File: src/rtl/lr_core_cfg.svh
`ifndef LR_CORE_CFG_SVH
`define LR_CORE_CFG_SVH

// width of the data bus and of every 8-bit register.
`define LR_DATA_W 8

// width of the address bus, of the PC and of HL.
`define LR_ADDR_W 16

// the first opcode is fetched from this address after reset.
`define LR_RESET_PC 16'h0000

// clocks per machine cycle. The phase counter wraps after this many clocks.
`define LR_MCYCLE_LEN 4

`endif

File: src/rtl/lr_core_pkg.sv
`default_nettype none

package lr_core_pkg;

	// machine state. It tells which bus access the current machine cycle makes.
	typedef enum logic [2:0] {
		st_ifetch,     // opcode read at PC.
		st_imml_fetch, // low immediate byte read at PC.
		st_immh_fetch, // high immediate byte read at PC.
		st_ind_fetch,  // data read at HL into the immediate latch.
		st_ind_store,  // data write at HL.
		st_jump        // no bus access; the relative jump is taken.
	} mstate_t;

	// the first eight codes follow opcode bits 5:3 of the ALU group.
	typedef enum logic [3:0] {
		alu_add, alu_adc, alu_sub, alu_sbc,
		alu_and, alu_xor, alu_or,  alu_cp,
		alu_inc, alu_dec, alu_pass
	} alu_op_t;

	// register select, coded like the 3-bit register fields of the opcode.
	typedef enum logic [2:0] {
		reg_b, reg_c, reg_d, reg_e, reg_h, reg_l, reg_mem, reg_a
	} reg_sel_t;

	typedef struct packed {
		logic z;  // result was zero.
		logic n;  // last operation subtracted.
		logic hc; // carry or borrow out of bit 3.
		logic cy; // carry or borrow out of bit 7.
	} flags_t;

	// one machine cycle is these four clocks in order.
	typedef enum logic [1:0] {ph_addr, ph_strobe, ph_latch, ph_end} bus_phase_t;

	typedef struct packed {
		alu_op_t  alu_op;
		reg_sel_t src_sel;     // reg_mem picks the immediate latch.
		reg_sel_t dst_sel;
		logic     reg_we;      // write the result to dst_sel in ph_end.
		logic     flags_we;    // write the ALU flags in ph_end.
		mstate_t  next_state;
		logic     adr_hl;      // next machine cycle addresses HL instead of the PC.
		logic     store;       // result goes to dout for the following store cycle.
		logic     pc_inc;      // PC steps past the byte fetched in this cycle.
		logic     pc_load_abs; // PC takes the 16-bit immediate.
		logic     pc_load_rel; // PC takes the relative target.
	} uop_t;

endpackage

`default_nettype wire

File: src/rtl/lr_bus_sequencer.sv
`include "lr_core_cfg.svh"
`default_nettype none

module lr_bus_sequencer
	import lr_core_pkg::*;
(
	input  wire                  clk,
	input  wire                  reset,
	input  wire [`LR_DATA_W-1:0] data,
	input  wire [`LR_ADDR_W-1:0] pc,
	input  wire [`LR_ADDR_W-1:0] hl,
	input  wire uop_t            uop,
	input  wire [`LR_DATA_W-1:0] result,
	output logic [`LR_ADDR_W-1:0] adr,
	output logic [`LR_DATA_W-1:0] dout,
	output logic                 ddrv,
	output logic                 read,
	output logic                 write,
	output logic [`LR_DATA_W-1:0] op,
	output logic [`LR_DATA_W-1:0] imml,
	output logic [`LR_DATA_W-1:0] immh,
	output mstate_t              state,
	output bus_phase_t           phase
);

	localparam bus_phase_t last_phase = bus_phase_t'(`LR_MCYCLE_LEN - 1);

	logic hl_sel; // the decoder asked for HL as the address of this machine cycle.
	logic is_read;
	logic is_store;

	assign is_read  = state inside {st_ifetch, st_imml_fetch, st_immh_fetch, st_ind_fetch};
	assign is_store = state == st_ind_store;

	// the strobes are registered, so each one is decided one phase ahead of the clock it covers.
	always_ff @(posedge clk)
	begin
		if (reset)
		begin
			phase  <= ph_addr;
			state  <= st_ifetch;
			hl_sel <= 1'b0;
			ddrv   <= 1'b0;
			read   <= 1'b0;
			write  <= 1'b0;
		end
		else
		begin
			phase <= (phase == last_phase) ? ph_addr : bus_phase_t'(phase + 2'd1);
			case (phase)
				ph_addr:   ddrv  <= is_store; // only a store drives the data bus.
				ph_strobe:
				begin
					read  <= is_read;
					write <= is_store; // high for ph_latch only.
				end
				ph_latch:  write <= 1'b0;
				ph_end:
				begin
					read   <= 1'b0;
					state  <= uop.next_state;
					hl_sel <= uop.adr_hl;
				end
			endcase
		end
	end

	always_ff @(posedge clk)
	begin
		if (phase == ph_addr)
			adr <= hl_sel ? hl : pc; // held for the rest of the machine cycle.
		// data is sampled on the clock that ends ph_latch.
		if (phase == ph_latch)
		begin
			case (state)
				st_ifetch:                   op   <= data;
				st_imml_fetch, st_ind_fetch: imml <= data; // a byte read at HL shares the latch.
				st_immh_fetch:               immh <= data;
				default:                     op   <= op;
			endcase
		end
		if (phase == ph_end && uop.store)
			dout <= result; // stays stable through the store cycle that follows.
	end

endmodule

`default_nettype wire

File: src/rtl/lr_decode.sv
`default_nettype none

module lr_decode
	import lr_core_pkg::*;
(
	input  wire [7:0]    op,
	input  wire mstate_t state,
	input  wire flags_t  flags,
	output uop_t         uop
);

	reg_sel_t op_dst; // register field in bits 5:3.
	reg_sel_t op_src; // register field in bits 2:0.
	logic     fetching;
	logic     jr_taken;

	assign op_dst   = reg_sel_t'(op[5:3]);
	assign op_src   = reg_sel_t'(op[2:0]);
	assign fetching = state inside {st_ifetch, st_imml_fetch, st_immh_fetch};

	// JR 18 always jumps. Bit 4 picks cy over z and bit 3 gives the level that jumps.
	assign jr_taken = (op == 8'h18) || ((op[4] ? flags.cy : flags.z) == op[3]);

	always_comb
	begin
		uop            = '0;
		uop.alu_op     = alu_pass;
		uop.src_sel    = op_src;
		uop.dst_sel    = op_dst;
		uop.next_state = st_ifetch; // most instructions end after this machine cycle.
		uop.pc_inc     = fetching;

		casez (op)
			8'h00: uop.next_state = st_ifetch; // NOP.
			8'h18, 8'b001?_?000: // JR and JR cc.
				case (state)
					st_ifetch:     uop.next_state = st_imml_fetch;
					st_imml_fetch: uop.next_state = jr_taken ? st_jump : st_ifetch;
					st_jump:       uop.pc_load_rel = 1'b1;
					default:       uop.next_state = st_ifetch;
				endcase
			8'b00??_?110: // LD r,d8. The (HL) form is not kept.
				if (op_dst != reg_mem)
				begin
					if (state == st_ifetch)
						uop.next_state = st_imml_fetch;
					else
					begin
						uop.src_sel = reg_mem;
						uop.reg_we  = 1'b1;
					end
				end
			8'b00??_?10?: // INC r and DEC r in a single machine cycle.
				if (op_dst != reg_mem)
				begin
					uop.alu_op   = op[0] ? alu_dec : alu_inc;
					uop.src_sel  = op_dst;
					uop.reg_we   = 1'b1;
					uop.flags_we = 1'b1;
				end
			8'b01??_????: // LD r,r'. Code 76 is HALT and stays a NOP.
				if (op != 8'h76)
				begin
					if (op_src == reg_mem && state == st_ifetch)
					begin
						uop.next_state = st_ind_fetch; // the byte at HL arrives in imml.
						uop.adr_hl     = 1'b1;
					end
					else if (op_dst == reg_mem)
					begin
						if (state == st_ifetch)
						begin
							uop.store      = 1'b1;
							uop.adr_hl     = 1'b1;
							uop.next_state = st_ind_store;
						end
					end
					else
						uop.reg_we = 1'b1;
				end
			8'b10??_????, 8'b11??_?110: // ALU on A with a register, (HL) or d8.
			begin
				uop.alu_op = alu_op_t'({1'b0, op[5:3]});
				if (state == st_ifetch && op_src == reg_mem)
				begin
					uop.next_state = op[6] ? st_imml_fetch : st_ind_fetch;
					uop.adr_hl     = !op[6];
				end
				else
				begin
					uop.dst_sel  = reg_a;
					uop.reg_we   = op[5:3] != 3'd7; // CP only sets the flags.
					uop.flags_we = 1'b1;
				end
			end
			8'hc3: // JP a16. The PC loads once both bytes are in.
				case (state)
					st_ifetch:     uop.next_state = st_imml_fetch;
					st_imml_fetch: uop.next_state = st_immh_fetch;
					st_immh_fetch: uop.pc_load_abs = 1'b1;
					default:       uop.next_state = st_ifetch;
				endcase
			default: uop.next_state = st_ifetch; // anything else runs as a NOP.
		endcase
	end

endmodule

`default_nettype wire

File: src/rtl/lr_alu.sv
`include "lr_core_cfg.svh"
`default_nettype none

module lr_alu
	import lr_core_pkg::*;
(
	input  wire uop_t             uop,
	input  wire [`LR_DATA_W-1:0]  a,
	input  wire [`LR_DATA_W-1:0]  operand,
	input  wire flags_t           flags,
	input  wire [`LR_ADDR_W-1:0]  pc,
	input  wire [`LR_DATA_W-1:0]  imml,
	output logic [`LR_DATA_W-1:0] result,
	output flags_t                flags_out,
	output logic [`LR_ADDR_W-1:0] target
);

	logic [`LR_DATA_W-1:0] lhs;
	logic [`LR_DATA_W-1:0] rhs;
	logic                  cin;
	logic                  sub;
	logic                  step;  // INC or DEC.
	logic                  bitop; // AND, XOR or OR.
	logic [`LR_DATA_W:0]   wide;  // bit 8 is the carry or borrow out.
	logic [4:0]            half;  // low nibble with its carry out in bit 4.

	assign step  = uop.alu_op inside {alu_inc, alu_dec};
	assign bitop = uop.alu_op inside {alu_and, alu_xor, alu_or};
	assign sub   = uop.alu_op inside {alu_sub, alu_sbc, alu_cp, alu_dec};
	assign cin   = (uop.alu_op inside {alu_adc, alu_sbc}) ? flags.cy : 1'b0;
	assign lhs   = step ? operand : a; // INC and DEC act on the source register.
	assign rhs   = step ? `LR_DATA_W'(1) : operand;

	assign wide = sub ? {1'b0, lhs} - {1'b0, rhs} - {8'd0, cin}
	                  : {1'b0, lhs} + {1'b0, rhs} + {8'd0, cin};
	assign half = sub ? {1'b0, lhs[3:0]} - {1'b0, rhs[3:0]} - {4'd0, cin}
	                  : {1'b0, lhs[3:0]} + {1'b0, rhs[3:0]} + {4'd0, cin};

	always_comb
	begin
		case (uop.alu_op)
			alu_and:  result = a & operand;
			alu_xor:  result = a ^ operand;
			alu_or:   result = a | operand;
			alu_pass: result = operand; // plain register and memory moves.
			default:  result = wide[`LR_DATA_W-1:0];
		endcase
		flags_out.z  = result == '0;
		flags_out.n  = sub;
		flags_out.hc = (uop.alu_op == alu_and) || (!bitop && half[4]);
		flags_out.cy = step ? flags.cy : (!bitop && wide[`LR_DATA_W]); // INC and DEC keep cy.
	end

	// JR offset is signed and counts from the byte after the instruction.
	assign target = pc + {{(`LR_ADDR_W - `LR_DATA_W){imml[`LR_DATA_W-1]}}, imml};

endmodule

`default_nettype wire

File: src/rtl/lr_regfile.sv
`include "lr_core_cfg.svh"
`default_nettype none

module lr_regfile
	import lr_core_pkg::*;
(
	input  wire                   clk,
	input  wire                   reset,
	input  wire uop_t             uop,
	input  wire bus_phase_t       phase,
	input  wire [`LR_DATA_W-1:0]  result,
	input  wire flags_t           flags_in,
	input  wire [`LR_ADDR_W-1:0]  target,
	input  wire [`LR_DATA_W-1:0]  imml,
	input  wire [`LR_DATA_W-1:0]  immh,
	output logic [`LR_DATA_W-1:0] operand,
	output logic [`LR_DATA_W-1:0] a,
	output logic [`LR_ADDR_W-1:0] hl,
	output logic [`LR_ADDR_W-1:0] pc,
	output flags_t                flags
);

	// indexed by reg_sel_t. Slot 6 is never written since that code means memory or immediate.
	logic [`LR_DATA_W-1:0] rf [8];

	always_ff @(posedge clk)
	begin
		if (reset)
		begin
			pc    <= `LR_RESET_PC;
			flags <= '0;
		end
		else if (phase == ph_strobe && uop.pc_inc)
			pc <= pc + `LR_ADDR_W'(1); // step past the byte being read.
		else if (phase == ph_end)
		begin
			if (uop.pc_load_abs)
				pc <= {immh, imml};
			else if (uop.pc_load_rel)
				pc <= target;
			if (uop.flags_we)
				flags <= flags_in;
		end
	end

	// results land at the end of the machine cycle, together with the state change.
	always_ff @(posedge clk)
	begin
		if (phase == ph_end && uop.reg_we)
			rf[uop.dst_sel] <= result;
	end

	assign operand = (uop.src_sel == reg_mem) ? imml : rf[uop.src_sel];
	assign a       = rf[reg_a];
	assign hl      = {rf[reg_h], rf[reg_l]};

endmodule

`default_nettype wire

File: src/rtl/lr_core.sv
`include "lr_core_cfg.svh"
`default_nettype none

module lr_core
	import lr_core_pkg::*;
(
	input  wire                   clk,
	input  wire                   reset,
	output logic [`LR_ADDR_W-1:0] adr,
	input  wire [`LR_DATA_W-1:0]  data,
	output logic [`LR_DATA_W-1:0] dout,
	output logic                  ddrv,
	output logic                  read,
	output logic                  write
);

	logic [`LR_DATA_W-1:0] op, imml, immh, result, operand, a;
	logic [`LR_ADDR_W-1:0] pc, hl, target;
	mstate_t               state;
	bus_phase_t            phase;
	uop_t                  uop;
	flags_t                flags, alu_flags;

	// the sequencer owns the bus and the machine state. The other three work on its latches.
	lr_bus_sequencer u_seq (.clk, .reset, .data, .pc, .hl, .uop, .result, .adr, .dout,
		.ddrv, .read, .write, .op, .imml, .immh, .state, .phase);

	lr_decode u_decode (.op, .state, .flags, .uop);

	lr_alu u_alu (.uop, .a, .operand, .flags, .pc, .imml, .result,
		.flags_out(alu_flags), .target);

	lr_regfile u_regfile (.clk, .reset, .uop, .phase, .result, .flags_in(alu_flags),
		.target, .imml, .immh, .operand, .a, .hl, .pc, .flags);

endmodule

`default_nettype wire

File: config.mk
export PLATFORM = sky130hd
export DESIGN_NAME = lr_core
export DESIGN_NICKNAME = d
export VERILOG_FILES = /design/src/rtl/lr_core_pkg.sv /design/src/rtl/lr_bus_sequencer.sv /design/src/rtl/lr_decode.sv /design/src/rtl/lr_alu.sv /design/src/rtl/lr_regfile.sv /design/src/rtl/lr_core.sv
export VERILOG_INCLUDE_DIRS = /design/src /design/src/rtl
export SDC_FILE = /design/constraint.sdc
export NUM_CORES = 1
export LEC_CHECK = 0
export ABC_AREA = 0
export BUFFER_PORTS_ARGS = -buffer_cell sky130_fd_sc_hd__buf_4
export CORE_UTILIZATION = 50
export CTS_CLUSTER_DIAMETER = 40
export DETAILED_ROUTE_END_ITERATION = 7
export HOLD_SLACK_MARGIN = 0.08
export PLACE_DENSITY = 0.67
export SKIP_LAST_GASP = 1
export SLEW_MARGIN = 20
export SYNTH_ARGS = -nofsm -noshare
export SYNTH_HDL_FRONTEND = slang
export SYNTH_SLANG_ARGS = --single-unit
File: constraint.sdc
create_clock -name clk -period 5.2 [get_ports clk]
set_input_delay 0.26 -clock clk [delete_from_list [all_inputs] [get_ports clk]]
set_output_delay 0.26 -clock clk [all_outputs]
set_load 0.01 [all_outputs]
* Yosys cells after proc, flatten, opt, wreduce, memory -nomap -nowiden *
Memory sizes are Yosys's and may differ from the RTL's.
Cells that the tools add are included.

word-level totals
  input bits = 10
  bits in registers = 75
  output and inout bits = 27
  memories = 1
  bits in writable memories = 64
  memory bits (read-only) = 0
  word-level logic and storage cells = 142
  bits in latches = 0

cells by class
  shifts and indexed selects = 0
  bitwise operators = 5
  equal/unequal tests = 33
  $mul = 0
  $lt $le $gt $ge = 0
  divide/modulo/power cells = 0
  reduce and logical (&&, ||, !) cells = 31
  mux-type cells = 51
  $add $sub $neg = 7

memory list
  memory        depth  width  rd ports  clocked after memory_dff  write ports  RTL line          text
  u_regfile.rf  8      8      4         0                         1            lr_regfile.sv:24  logic [`LR_DATA_W-1:0] rf [8];

operators by type and width
  kind                   number
  $mux 16                5
  $pmux 8 s4             1
  $mux 8                 3
  $mux 5                 4
  $mux 1                 17
  $add 16x1->16 const B  1
  $add 16x16->16         1
  $eq 4x3->1 const B     4
  $eq 3x3->1 const B     5
  $mux 3                 5
  $pmux 3 s5             1
  $eq 4x2->1 const B     3
  $eq 4x4->1 const B     3
  $pmux 3 s2             2
  $reduce_bool 2->1      5
  $add 8x8->9            1
  $add 9x1->9            1
  $mux 9                 1
  $reduce_bool 3->1      3
  $sub 8x8->9            1
  $sub 9x1->9            1
  $and 8x8->8            1
  $eq 8x5->1 const B     1
  $eq 8x8->1 const B     1
  33 further kinds       56

* Depth between registers and ports, before layout *
  depth in word-level cells = 12
  gate-level depth with buffers = 26
  depth with buffers taken out = 23

* Hierarchy *
A second synthesis with hierarchy kept.

unflattened totals
  cell total of the unflattened synthesis = 756
  area total of the unflattened synthesis = 8,341.8 µm²

by module, submodules not included
  module            area an instance (µm²)  cells an instance  times used  sequential area each (µm²)
  lr_regfile        3,448.3                 244                1           2,082.0
  lr_alu            2,386.0                 339                1           0.0
  lr_bus_sequencer  2,103.3                 107                1           1,621.6
  lr_decode         404.1                   66                 1           0.0

* Least setup slack after synthesis *
No wires, ideal clock.

  path kind = register to register
  from = reg u_seq.op[7]
  to = reg, netlist name u_regfile.flags[3]
  path buffers = 2
  clock period less this slack = 4.733 ns
  cell stages (with the launch flop) = 23
  data required time = 5.116 ns
  data arrival time = 4.648 ns
  setup slack = 0.467 ns
  library setup time = 0.084 ns
  path through = edfxtp_1 > buf_2 > o41ai_2 > clkbuf_1 > nor2_1 > a21oi_1 > a211oi_1 > a31oi_1 > nor2_1 > a21oi_1 > fa_1 > inv_1 > fa_1 > o21a_1 > o21a_1 > o21ai_0 > nor3b_1 > nor3_1 > a21o_1 > a2111o_1 > nor4_1 > o211ai_1 > o31ai_2

between the ends
  word-level cells in the longest chain between the ends = 11
  elaborated cells between the ends (all ways) = 38
  classes of those cells = add/sub: 4; eq/ne: 15; mux: 9; bitwise: 3; reduce/logical: 6; memory: 1

ends and longest elaborated chain
  what                                                                  RTL line                text
  start: declaration                                                    lr_bus_sequencer.sv:19  output logic [`LR_DATA_W-1:0] op,
  start signal: assignment                                              lr_bus_sequencer.sv:76  st_ifetch: op <= data;
  start signal: assignment                                              lr_bus_sequencer.sv:79  default: op <= op;
  parallel branches: the longest is 11 deep, another holds $add 8x8->9  n/a

Parallel ways; which one is timed is not known.
A chain may end at the register's enable or synchronous reset.

* Worst setup path in the final report *
  from = reg u_seq.op[1]
  to = reg, netlist name u_regfile.flags[3]

between the ends
  word-level cells in the longest chain between the ends = 11
  elaborated cells between the ends (all ways) = 43
  classes of those cells = add/sub: 4; eq/ne: 15; mux: 13; bitwise: 3; reduce/logical: 7; memory: 1

ends and longest elaborated chain
  what                                         RTL line                          text
  $mux 3 or $eq 5x5->1 (tied branches)         lr_decode.sv:45, lr_decode.sv:33
  $mux 3 or $reduce_or 2->1 (tied branches)    lr_decode.sv:43, lr_decode.sv:33
  $pmux 3 s2 or $pmux 4 s2 (tied branches)     lr_decode.sv:33                   casez (op)
  $mem_v2 8x8, or another cell as far along    n/a
  $mux 8 or $reduce_bool 2->1 (tied branches)  lr_regfile.sv:53, lr_alu.sv:27
  $mux 8, on equally long branches             lr_alu.sv:31, lr_alu.sv:32
  $add 8x8->9 or $sub 8x8->9 (tied branches)   lr_alu.sv:35, lr_alu.sv:34
  $add 9x1->9 or $sub 9x1->9 (tied branches)   lr_alu.sv:35, lr_alu.sv:34
  $mux 9                                       lr_alu.sv:34                      assign wide = sub ? {1'b0, lhs} - {1'b0, rhs} - {8'd0, cin}
  $pmux 8 s4                                   lr_alu.sv:41                      case (uop.alu_op)
  $logic_not 8->1                              lr_alu.sv:48                      flags_out.z = result == '0;

Parallel ways exist; a longest one is shown, timed or not.

==> results.toml <==
[timing]
finalSetupViolCount = 0
max_freq_ghz = 0.198
setup_ws_ns = 0.149
tightest_slew_ns = 0.984
rsz0062_at_grt = "yes"
fin_crit_sh_pct = 97.1
maxSlewViolCount = 0
fin_crit_ns = 5.05
slew_headroom_pct = 33.7
finalClockSkew_ns = 0.00783
final_hold_viol_count = 0
holdWs_ns = 0.229

[hold_path]
hold_path_depth = 2
min_from = "reset"
holdPathEnd = "u_seq.write$_SDFFE_PP0P_"
hold_path.class = "in2reg"

[setup_path]
crit_fanout = 9
end_kind = "register"
ff2ff_path_depth = 20
crit_chain = "nor4b_4, a21boi_1, a21o_1, buf_4, mux2_4, o31ai_4, nor2_1, inv_1, o21ai_0, fa_1, o21a_1, o21a_1, o21ai_0, nor3b_1, nor3_1, a21o_1, a2111o_1, nor4_1, o211ai_1, o31ai_2"
crit_buf_inv = 2
r2r_slack_ns = 0.15
crit_slowest_cell = "fa_1"
crit_required_ns = 5.54
r2r-end = "u_regfile.flags[3]$_SDFFE_PP0P_"
r2r_start = "u_seq.op[1]$_DFFE_PP_"
path_class = "reg2reg"
startpoint = "u_seq.op[1]$_DFFE_PP_"
start_kind = "register"
max_stage_delay_ns = 0.45
crit_family = "compound AO/OA/AOI/OAI gates"
cp_data_arrival_time_ns = 5.39

[clock_network]
cts-htree-levels = 4
clockBufferDepth = 2
cts_tree = "yes"
numCtsBuffers = 17
clock_sinks = 131
ctsRootBufferMaster = "clkbuf_16"
clkTransAtPathRegs_ns = 0.06
worstSkewPairLatency_ns = 0.42

[floorplanning]
die_h_um = 130
rows = 46
die_w_um = 130
core_area_um2 = 15900
ios = 37
dieArea_um2 = 16800
start_util_pct = 51.3

[power]
power_density_nw_per_um2 = 334
vdd_drop_max_mv = 0.242
power_w = 0.00315
cellLeakagePower_nw = 3.77

[final_layout]
syn_to_final_growth_pct = 16.0
diodes = 0
drive_above_1_share_pct = 14.3
fin_nets = 954
stdcell_area_um2 = 9460
final_cells = 1113
fill_cells = 1327

[drt]
ant_nets = 0
wl_per_cell_um = 19.7
first_iter_violations = 692
vias = 6754
drc_errors = 0
wirelength_um = 21900
dr.pass1.iters = 7
vias_per_cell = 6.07

[synth]
synth-edff-count = 104
synth_warnings = 0
synth_flop_cell = "edfxtp_1"
synthTopCellsByArea = "edfxtp_1, ha_1, dfxtp_1, nand2_1, o21ai_0"
seq_area_frac_synth_pct = 44.9
syn_area_per_cell_um2 = 9.77
yosysUniqueCellTypes = 80
synth.top_cell.area_share_pct = 38.3
async_flop_share_pct = 0
synthesis.nets = 905
synth_cells = 835
synth_area_leader_cell = "edfxtp_1"
ys_ff_latch = 131
synth_area_um2 = 8160

[place]
hpwl_um = 16000
gp_congestion = 0.928
pre_cts_ws_ns = -0.0650
placed_cell_area_um2 = 8730
dp_cells = 1070
portBuffers = 36

[flow_run]
max_cap_viol_count = 0

[global_route]
grt_pass1_vias = 6432
grt_pass1_wl_um = 34600
grt_max_degree = 31
antenna_found_initial = 0
globalRouteTotalUtil_pct = 27.4
overflow = 0

[status]
outcome = "finished clean"
-- stage by stage --
step,utilization [%],setup TNS [ns]
after global placement,54.9,0
after floorplan,-,0
after global routing,59.5,-0.301
after detailed placement,55.0,-0.0650
final,59.5,0
after CTS,59.4,0
-- where the power goes --
| group | total [W] | switching [W] | internal, W |
|---|---|---|---|
| sequential | 0.00126 | 0.0000392 | 0.00122 |
| combinational | 0.000665 | 0.000403 | 0.000262 |
| clock | 0.00123 | 0.000474 | 0.000760 |
-- sequential cells by signal (all words and copies together) (netlist names), 2 cells and up --
signal	flops
u_seq.immh	8
u_seq.op	8
u_seq.phase	2
u_seq.dout	8
u_seq.imml	8
u_seq.state	3
u_regfile.flags	2
u_regfile.pc	16
u_seq.adr	16
u_regfile.rf	56
-- Yosys cell counts (10+ instances only) --
cell type  instances
a21o_1            12
nand3_1           36
buf_2             11
inv_1             49
nand2_1           97
mux2_2            15
a21oi_1           44
nand2b_1          10
and3_1            12
xnor2_1           11
mux2i_1           19
dfxtp_1           27
o21ai_0           67
nor3_1            16
ha_1              55
o211ai_1          10
edfxtp_1         104
clkbuf_1          25
nor2_1            61
-- layout by cell type, fill, tap and decap left out, drive strengths merged, types with 19 or more instances in the layout --
cell    Yosys  routed
nor2       61      61
edfxtp    104     104
dfxtp      27      27
o21ai      70      70
inv        49      52
a21oi      44      44
nand2      97      97
buf        16      64
mux2i      19      19
ha         55      55
nand3      36      36
-- how the worst max path moves through the flow --
stage / endpoint / slack [ns] / depth (start not counted)
final: u_regfile.flags[3]$_SDFFE_PP0P_ / 0.15 / 20
after global routing: u_regfile.flags[3]$_SDFFE_PP0P_ / -0.21 / 20
after CTS: u_regfile.flags[3]$_SDFFE_PP0P_ / 0.005 / 22
after detailed placement: u_regfile.flags[3]$_SDFFE_PP0P_ / -0.06 / 21
after global placement: u_regfile.rf[0][7]$_DFFE_PP_ / 0.14 / 19
after floorplan: u_regfile.flags[3]$_SDFFE_PP0P_ / 0.47 / 22
-- per-layer routing --
layer | vias to the layer above | share of wire (%) | track usage [%]
li1 | 3158 | - | -
met1 | 3242 | 42 | 36.5
met2 | 293 | 47 | 42.9
met3 | 61 | 6.7 | 4.67
met4 | 0 | 4.1 | 14.4
met5 | - | 0 | 0
-- final cells by class --
cell class	instances	area, um2	area share, %
Multi-Input combinational cell	613	4160	44.0
Sequential cell	131	3660	38.7
Timing Repair Buffer	72	573	6.06
Clock buffer	18	429	4.54
Tap cell	216	270	2.86
Inverter	49	184	1.94
Clock inverter	14	180	1.91
-- cells by family after synthesis --
kind of cell,share of synthesized area [%]
flops,44.9
xor+xnor,1.83
simple gates,17.3
mux,4.86
buf+inv,4.60
compound gates,16.8
fa+ha+maj,9.66
-- timing repair --
item / in CTS / in global routing
setup buffers: 1 / 2
endpoints found under the setup margin: 1 / 34
pin swaps: 1 / 2
hold buffers: 8 / 0
gates resized for setup: 0 / 6
hold endpoints to repair: 24 / 0
Power figures use the tool's default switching activity.
